<file path="src/design/ctx_load_pkg.sv">
package ctx_load_pkg;

	// Program size
	localparam int unsigned CTX_LOAD_ENTRIES = 44;                    // Micro-ops in the program
	localparam int unsigned CTX_LOAD_PAIRS   = CTX_LOAD_ENTRIES / 2;  // 22 selectable pairs

	// Address widths
	localparam int unsigned ENTRY_W = 7;   // Entry number, room for the invalid code
	localparam int unsigned SEL_W   = 32;  // Pair select from the front end

	// Entry number forced onto both ROMs for an out of range select
	localparam logic [ENTRY_W-1:0] ENTRY_INVALID = 7'd127;

	// Stack pointer computation immediates
	localparam int unsigned TASK_BASE_OFFSET = 268;  // Offset of the saved frame in task info
	localparam int unsigned TASK_STRIDE      = 144;  // Bytes per task record

	// Program layout
	localparam int unsigned SYS_POP_FIRST = 6;                   // SSR0..SSR2 pops
	localparam int unsigned GPR_POP_FIRST = 9;                   // R31 pop, then down to R0
	localparam int unsigned GPR_POP_COUNT = 32;
	localparam int unsigned RESTORE_FIRST = GPR_POP_FIRST + GPR_POP_COUNT;  // Entry 41

	// What an entry number decodes to
	typedef enum logic [2:0] {
		KIND_COMPUTE = 3'd0,  // New stack pointer
		KIND_POP_SYS = 3'd1,  // Pop into a scratch system register
		KIND_POP_GPR = 3'd2,  // Pop into a general register
		KIND_RESTORE = 3'd3,  // PDTR, SPR and the jump
		KIND_INVALID = 3'd4   // Past the end of the program
	} entry_kind_e;

endpackage

</file>
<file path="src/design/uop_pkg.sv">
package uop_pkg;

	// Field widths of one decoded micro-op
	localparam int unsigned REG_IDX_W = 5;   // Logical or system register number
	localparam int unsigned SRC1_W    = 32;  // Immediate or register number
	localparam int unsigned COND_W    = 4;   // Condition code field

	// Execute unit select, low bits of the micro-op
	typedef enum logic [2:0] {
		EXE_SYS_REG  = 3'd0,  // System register buffer
		EXE_ADDER    = 3'd1,  // Integer adder
		EXE_MUL      = 3'd2,  // Multiplier
		EXE_SYS_LDST = 3'd3,  // System load/store, SPR writes
		EXE_LDST     = 3'd4,  // Load/store, stack pops
		EXE_BRANCH   = 3'd5   // Branch unit
	} exe_unit_e;

	// Unit commands, only the ones the context-load program issues
	typedef enum logic [4:0] {
		CMD_SYS_BUFFER = 5'd0,  // Pass source 0 through
		CMD_ADD        = 5'd1,  // src0 + src1
		CMD_MUL_LOW    = 5'd2,  // Low half of the product
		CMD_WRITE_SPR  = 5'd3,  // Stack pointer write
		CMD_POP        = 5'd4,  // Load from SPR, post increment
		CMD_DJMP       = 5'd5   // Direct jump to source 1
	} exe_cmd_e;

	// Condition codes
	localparam logic [COND_W-1:0] CC_NONE   = 4'h0;  // Unconditional, no flag use
	localparam logic [COND_W-1:0] CC_ALWAYS = 4'hf;  // Branch always

	// Logical registers
	localparam logic [REG_IDX_W-1:0] LREG_R0 = 5'd0;
	localparam logic [REG_IDX_W-1:0] LREG_R1 = 5'd1;

	// System registers
	localparam logic [REG_IDX_W-1:0] SYSREG_PCR  = 5'd0;   // Program counter
	localparam logic [REG_IDX_W-1:0] SYSREG_SPR  = 5'd1;   // Stack pointer
	localparam logic [REG_IDX_W-1:0] SYSREG_PDTR = 5'd2;   // Page directory base
	localparam logic [REG_IDX_W-1:0] SYSREG_TISR = 5'd3;   // Task info base
	localparam logic [REG_IDX_W-1:0] SYSREG_TIDR = 5'd4;   // Task id
	localparam logic [REG_IDX_W-1:0] SYSREG_SSR0 = 5'd8;   // Scratch, saved PDTR
	localparam logic [REG_IDX_W-1:0] SYSREG_SSR1 = 5'd9;   // Scratch, saved SPR
	localparam logic [REG_IDX_W-1:0] SYSREG_SSR2 = 5'd10;  // Scratch, saved PCR

	// One decoded micro-op, MSB first
	typedef struct packed {
		logic                  decode_error;  // Bad entry, all else zero
		logic                  commit_wait;   // Issue only after older ops commit
		logic [COND_W-1:0]     cond;          // Condition code
		logic [REG_IDX_W-1:0]  src0;          // Source 0 register
		logic [SRC1_W-1:0]     src1;          // Immediate or register number
		logic                  src1_imm;      // src1 holds an immediate
		logic                  src0_active;
		logic                  src1_active;
		logic                  src0_sys;      // src0 is a system register
		logic                  src1_sys;      // src1 is a system register
		logic                  src0_rename;
		logic                  src1_rename;
		logic [REG_IDX_W-1:0]  dest;          // Destination register
		logic                  wb_en;         // Result is written back
		logic                  use_flag;      // Reads or writes flags
		logic                  dest_sys;      // Destination is a system register
		logic                  dest_rename;   // Destination goes through rename
		exe_cmd_e              cmd;           // Unit command
		exe_unit_e             unit;          // Target execute unit
	} uop_t;

endpackage

</file>
<file path="src/design/ctx_load_microcode.sv">
`timescale 1ns/100ps

module ctx_load_microcode
	import uop_pkg::*, ctx_load_pkg::*;
(
	input  logic             clk,
	input  logic             arst_n,
	input  logic [SEL_W-1:0] select,  // Pair index
	output uop_t             code0,   // Entry select*2
	output uop_t             code1    // Entry select*2+1
);

	logic               sel_valid;
	logic [ENTRY_W-1:0] entry_even;
	logic [ENTRY_W-1:0] entry_odd;
	uop_t               uop_even;
	uop_t               uop_odd;

	// Pair range check on the full select width
	assign sel_valid = (select < SEL_W'(CTX_LOAD_PAIRS));

	// Valid select fits in ENTRY_W-1 bits, so a shift is just a concat
	assign entry_even = sel_valid ? {select[ENTRY_W-2:0], 1'b0} : ENTRY_INVALID;
	assign entry_odd  = sel_valid ? {select[ENTRY_W-2:0], 1'b1} : ENTRY_INVALID;

	ctx_load_rom u_rom_even (
		.entry (entry_even),
		.uop   (uop_even)
	);

	ctx_load_rom u_rom_odd (
		.entry (entry_odd),
		.uop   (uop_odd)
	);

	// One cycle from select to code
	always_ff @(posedge clk or negedge arst_n)
	begin
		if (!arst_n)
		begin
			code0 <= '0;  // wb_en and decode_error low
			code1 <= '0;
		end
		else
		begin
			code0 <= uop_even;
			code1 <= uop_odd;
		end
	end

endmodule

</file>
<file path="src/design/ctx_load_rom.sv">
`timescale 1ns/100ps

module ctx_load_rom
	import uop_pkg::*, ctx_load_pkg::*;
(
	input  logic [ENTRY_W-1:0] entry,  // Program entry number
	output uop_t               uop     // Decoded micro-op
);

	entry_kind_e          kind;
	logic [ENTRY_W-1:0]   pop_dist;  // Distance from the first general pop
	logic [REG_IDX_W-1:0] gpr_dest;  // R31 down to R0

	// Range decode of the entry number
	always_comb
	begin
		if (entry < ENTRY_W'(SYS_POP_FIRST))
			kind = KIND_COMPUTE;
		else if (entry < ENTRY_W'(GPR_POP_FIRST))
			kind = KIND_POP_SYS;
		else if (entry < ENTRY_W'(RESTORE_FIRST))
			kind = KIND_POP_GPR;
		else if (entry < ENTRY_W'(CTX_LOAD_ENTRIES))
			kind = KIND_RESTORE;
		else
			kind = KIND_INVALID;
	end

	assign pop_dist = entry - ENTRY_W'(GPR_POP_FIRST);
	assign gpr_dest = {REG_IDX_W{1'b1}} - pop_dist[REG_IDX_W-1:0];  // Pops run R31 first

	always_comb
	begin
		uop = '0;  // Unlisted fields stay clear
		case (kind)
			KIND_COMPUTE:
			begin
				uop.src0_active = 1'b1;
				uop.wb_en       = 1'b1;
				case (entry)
					7'd0:  // R0 <= TISR
					begin
						uop.commit_wait = 1'b1;  // Serialize the system register read
						uop.src0        = SYSREG_TISR;
						uop.src0_sys    = 1'b1;
						uop.dest        = LREG_R0;
						uop.dest_rename = 1'b1;
						uop.cmd         = CMD_SYS_BUFFER;
						uop.unit        = EXE_SYS_REG;
					end
					7'd1:  // R0 <= R0 + 268
					begin
						uop.src0        = LREG_R0;
						uop.src1        = SRC1_W'(TASK_BASE_OFFSET);
						uop.src1_imm    = 1'b1;
						uop.src1_active = 1'b1;
						uop.dest        = LREG_R0;
						uop.dest_rename = 1'b1;
						uop.cmd         = CMD_ADD;
						uop.unit        = EXE_ADDER;
					end
					7'd2:  // R1 <= TIDR
					begin
						uop.commit_wait = 1'b1;
						uop.src0        = SYSREG_TIDR;
						uop.src0_sys    = 1'b1;
						uop.dest        = LREG_R1;
						uop.dest_rename = 1'b1;
						uop.cmd         = CMD_SYS_BUFFER;
						uop.unit        = EXE_SYS_REG;
					end
					7'd3:  // R1 <= R1 * 144
					begin
						uop.src0        = LREG_R1;
						uop.src1        = SRC1_W'(TASK_STRIDE);
						uop.src1_imm    = 1'b1;
						uop.src1_active = 1'b1;
						uop.dest        = LREG_R1;
						uop.dest_rename = 1'b1;
						uop.cmd         = CMD_MUL_LOW;
						uop.unit        = EXE_MUL;
					end
					7'd4:  // R0 <= R0 + R1
					begin
						uop.src0        = LREG_R0;
						uop.src1        = SRC1_W'(LREG_R1);  // Register number, not immediate
						uop.src1_active = 1'b1;
						uop.dest        = LREG_R0;
						uop.dest_rename = 1'b1;
						uop.cmd         = CMD_ADD;
						uop.unit        = EXE_ADDER;
					end
					default:  // Entry 5, SPR <= R0
					begin
						uop.src0     = LREG_R0;
						uop.dest     = SYSREG_SPR;
						uop.dest_sys = 1'b1;
						uop.cmd      = CMD_WRITE_SPR;
						uop.unit     = EXE_SYS_LDST;
					end
				endcase
			end
			KIND_POP_SYS, KIND_POP_GPR:
			begin
				// Every pop reads the stack through SPR
				uop.src1        = SRC1_W'(SYSREG_SPR);
				uop.src1_active = 1'b1;
				uop.src1_sys    = 1'b1;
				uop.wb_en       = 1'b1;
				uop.dest_rename = 1'b1;
				uop.cmd         = CMD_POP;
				uop.unit        = EXE_LDST;
				if (kind == KIND_POP_SYS)
				begin
					uop.dest_sys = 1'b1;
					case (entry)
						7'd6:    uop.dest = SYSREG_SSR0;  // Saved PDTR
						7'd7:    uop.dest = SYSREG_SSR1;  // Saved SPR
						default: uop.dest = SYSREG_SSR2;  // Saved PCR
					endcase
				end
				else
					uop.dest = gpr_dest;
			end
			KIND_RESTORE:
			begin
				case (entry)
					7'd41:  // PDTR <= SSR0
					begin
						uop.commit_wait = 1'b1;  // Address space switch
						uop.src0        = SYSREG_SSR0;
						uop.src0_active = 1'b1;
						uop.src0_sys    = 1'b1;
						uop.dest        = SYSREG_PDTR;
						uop.wb_en       = 1'b1;
						uop.dest_sys    = 1'b1;
						uop.cmd         = CMD_SYS_BUFFER;
						uop.unit        = EXE_SYS_REG;
					end
					7'd42:  // SPR <= SSR1
					begin
						uop.src0        = SYSREG_SSR1;
						uop.src0_active = 1'b1;
						uop.src0_sys    = 1'b1;
						uop.dest        = SYSREG_SPR;
						uop.wb_en       = 1'b1;
						uop.dest_sys    = 1'b1;
						uop.cmd         = CMD_WRITE_SPR;
						uop.unit        = EXE_SYS_LDST;
					end
					default:  // Entry 43, jump to SSR2
					begin
						uop.cond        = CC_ALWAYS;
						uop.src1        = SRC1_W'(SYSREG_SSR2);
						uop.src1_active = 1'b1;
						uop.src1_sys    = 1'b1;
						uop.dest        = SYSREG_PCR;
						uop.dest_sys    = 1'b1;  // No write back, branch unit owns PCR
						uop.cmd         = CMD_DJMP;
						uop.unit        = EXE_BRANCH;
					end
				endcase
			end
			default:
				uop.decode_error = 1'b1;  // Only this bit set
		endcase
	end

endmodule

</file>
<file path="config.mk">
export PLATFORM = sky130hd
export DESIGN_NAME = ctx_load_microcode
export DESIGN_NICKNAME = d
export VERILOG_FILES = /design/src/design/ctx_load_pkg.sv /design/src/design/uop_pkg.sv /design/src/design/ctx_load_microcode.sv /design/src/design/ctx_load_rom.sv
export SDC_FILE = /design/constraint.sdc
export NUM_CORES = 1
export LEC_CHECK = 0
export ABC_AREA = 1
export ABC_CLOCK_PERIOD_IN_PS = 800
export BUFFER_PORTS_ARGS = -buffer_cell sky130_fd_sc_hd__buf_4
export CAP_MARGIN = 20
export CORE_UTILIZATION = 30
export CTS_BUF_LIST = sky130_fd_sc_hd__clkbuf_8
export DETAILED_ROUTE_END_ITERATION = 8
export GPL_ROUTABILITY_DRIVEN = 0
export PLACE_DENSITY = 0.48
export SYNTH_ARGS = -nofsm -noshare
export SYNTH_HDL_FRONTEND = slang
export SYNTH_HIERARCHICAL = 1
export SYNTH_SLANG_ARGS = --single-unit
</file>
<file path="constraint.sdc">
create_clock -name clk -period 0.8 [get_ports clk]
set_clock_uncertainty 0.05 [all_clocks]
set_input_delay 0.12 -clock clk [delete_from_list [all_inputs] [get_ports clk]]
set_output_delay 0.12 -clock clk [all_outputs]
set_load 0.01 [all_outputs]
</file>
==> reports/metrics.cfg <==
[hold_path]
hold_class = input port to asynchronous set/reset pin

[floorplanning]
core_um2 = 17400
boundaryPins = 168
die_h_um = 136
die_width_um = 136
die_area_um2 = 18400
rows = 48
start_util_pct = 30.8

[route]
drc = 0
vias_per_cell = 3.97
drt_iter0_markers = 131
dr_total_vias = 4149
antenna_left = 0
firstDrtPassIters = 4
drt_wl_total_mm = 12.9
wire_per_inst_um = 12.4

[grt]
grt.overflow.total = 0
grt_max_degree = 40
use_met2_pct = 25.0
use_met3_pct = 3.59
grtUsageTotal_pct = 14.5
top_usage_layer = met2
grt_pass1_vias = 4178
grt_use_met1_pct = 16.7
grt_first_pass_wirelength_mm = 20.1
antenna_found_initial = 0

[setup_path]
cp_top_family = simple AND/OR/NAND/NOR gates
critPathKind = input port to flop
worstPathBufferInverterCount = 5
worstPathMaxFanout = 8
worstSetupStartpointType = input port
cp-end-kind = flop
slowest_stage = nor3_4
worst_ep_required_time_ps = 1080
crit_path_end = code0[12]
worstPathCellList = buf_4, nor2_2, nand4_1, nor2_4, buf_12, buf_4, nand3_4, inv_4, nand2_2, nor3_4, buf_4, nor2_2, a21oi_1, nand2_1
max_stage_delay_ps = 230
cp_num_cells = 14
critPathLaunch = select[10]
cpMostUsedCell = buf_4
arrival_ps = 1840

[layout]
layout-drive-gt1-share_pct = 59.3
final_cells = 1044
final_area_um2 = 9390
antenna_cells = 0
final_nets = 848
seqCellArea_um2 = 3350
final_common_cell = buf_6
fillers = 1505
syn2layout_area_growth_pct = 75.4
final_cell_mix = buf_6, dfrtp_1, buf_4
multi_input_area_um2 = 2080

[power_and_ir_drop]
p_leak_nw = 4.97
p_sw_share_pct = 22.8
powerDensity_nw_per_um2 = 1450
seqPwrFrac_pct = 51.7
switchingPower_mw = 3.10
p_comb_share_pct = 7.0
pwr-share-clk_pct = 41.3
p_int_mw = 10.5
ir_drop_mv = 0.955

[synthesis]
synth_warnings = 6
muxShareOfSynthArea_pct = 0
synthAdderAreaFrac_pct = 1.87
synthSimpleGateAreaFrac_pct = 17.4
synth_compound_area_share_pct = 1.78
ys_ff_latch = 134
synth_area_per_cell_um2 = 10.4
yosysUniqueCellTypes = 28
synth_area_um2 = 5350
seq_area_frac_synth_pct = 62.6
syn_inst = 514
yosysTopAreaCellShare_pct = 62.6
yosys.area.top_type = dfrtp_1
synth_top_family_by_area = simple AND/OR/NAND/NOR gates
synthTopCellsByArea = dfrtp_1, buf_4, nand2_1, nor2_1, inv_1
synth_xor_area_share_pct = 0.327

[sta]
setup-violations-final = 204
finalHoldViolCount = 0
period_needed_ps = 1560
fmax_ghz = 0.640
rsz0062_at_grt = true
timing.final.max_slew_violations = 0
tns_ps = -87530
final.setup.worst_slack_ps = -762
finalCritPeriodShare_pct = 195
hold_ws_ps = 27.0

[clocking]
clock_sinks = 134
cts_tree = yes
htreeDepth = 4
root_buffer = clkbuf_8
numCtsBuffers = 17
path_clk_slew_ps = 80
clockBufferDepth = 2
holdBufCountCts = 1

[placed_design]
placed_cells = 967
hpwl_mm = 8.94
pre_cts_ws_ps = -1430
port_buffers = 167
place_area_um2 = 7180

[outcome]
violations = setup timing
status = complete, but fails checks

[flow_run]
maxCapViolCount = 0

## power groups by stage
stage	clock network (mW)	registers (mW)	logic (mW)
2_1_floorplan	0	7.19	0.297
3_3_place_gp	0	7.11	0.745
3_5_place_dp	0	7.12	0.752
4_1_cts	5.79	7.02	0.897
5_1_grt	6.09	7.03	1.05
6_report	5.60	7.02	0.947
## worst min path at each step
stage,startpoint,endpoint,slack [ps],cells after the start
after floorplan,arst_n,code0[0],-230,0
after global placement,arst_n,code1[45],-70,1
after detailed placement,arst_n,code0[44],-70,1
after CTS,arst_n,code0[44],-3,2
after global routing,arst_n,code1[45],-4,2
final,arst_n,code0[44],30,2
## final cells by class
class	count	share of cell area [%]
timing repair buffer	290	31.8
inverter	64	3.09
clock buffer	20	2.93
multi-input combinational	299	22.2
sequential	134	35.7
clock inverter	12	1.35
tap	225	3.00
## state kept, by name, indices dropped and copies added (netlist names)
register	count
code0	67
code1	67
## repair_timing
action                                  4_1_cts  5_1_grt
hold endpoints to repair                    134        3
endpoints found under the setup margin      204      204
resized for setup                           297      118
pin swaps                                    47       55
setup buffers                                37       13
## logic make-up (layout without fill, tap and decap cells)
group                    after synthesis  count (layout)
flip-flops                           134             134
AO/OA/AOI/OAI                         17              17
XOR/XNOR                               2               2
adder cells (fa/ha/maj)                8               8
AND/OR/NAND/NOR                      206             206
buffers and inverters                144             386
other                                  3              66
## stage by stage
step           utilization (%)  total power [mW]
6_report                  54.1              13.6
5_1_grt                   54.1              14.2
4_1_cts                   51.4              13.7
3_5_place_dp              41.4              7.87
3_3_place_gp              41.4              7.86
2_1_floorplan                -              7.49
## synth_stat cells
cell and n:
a21oi_1 5, a21oi_2 1, and2_0 1, and2_1 1
buf_4 79, buf_6 1, conb_1 3, dfrtp_1 134
ha_1 8, inv_1 54, inv_2 10, nand2_1 99
nand2_2 3, nand2_4 1, nand3_1 20, nand3_2 1
nand4_1 11, nand4_2 2, nor2_1 55, nor2_2 4
nor2_4 4, nor3_2 3, o2111ai_1 1, o211ai_1 1
o21ai_0 8, o21ai_1 1, or2_2 1, xor2_1 2
## layer usage
layer	part of all wire [%]	vias up
met5	0	-
met4	2.4	0
met3	5.5	25
met2	53	146
met1	39	1966
li1	-	2012
Power figures use the tool's default switching activity.
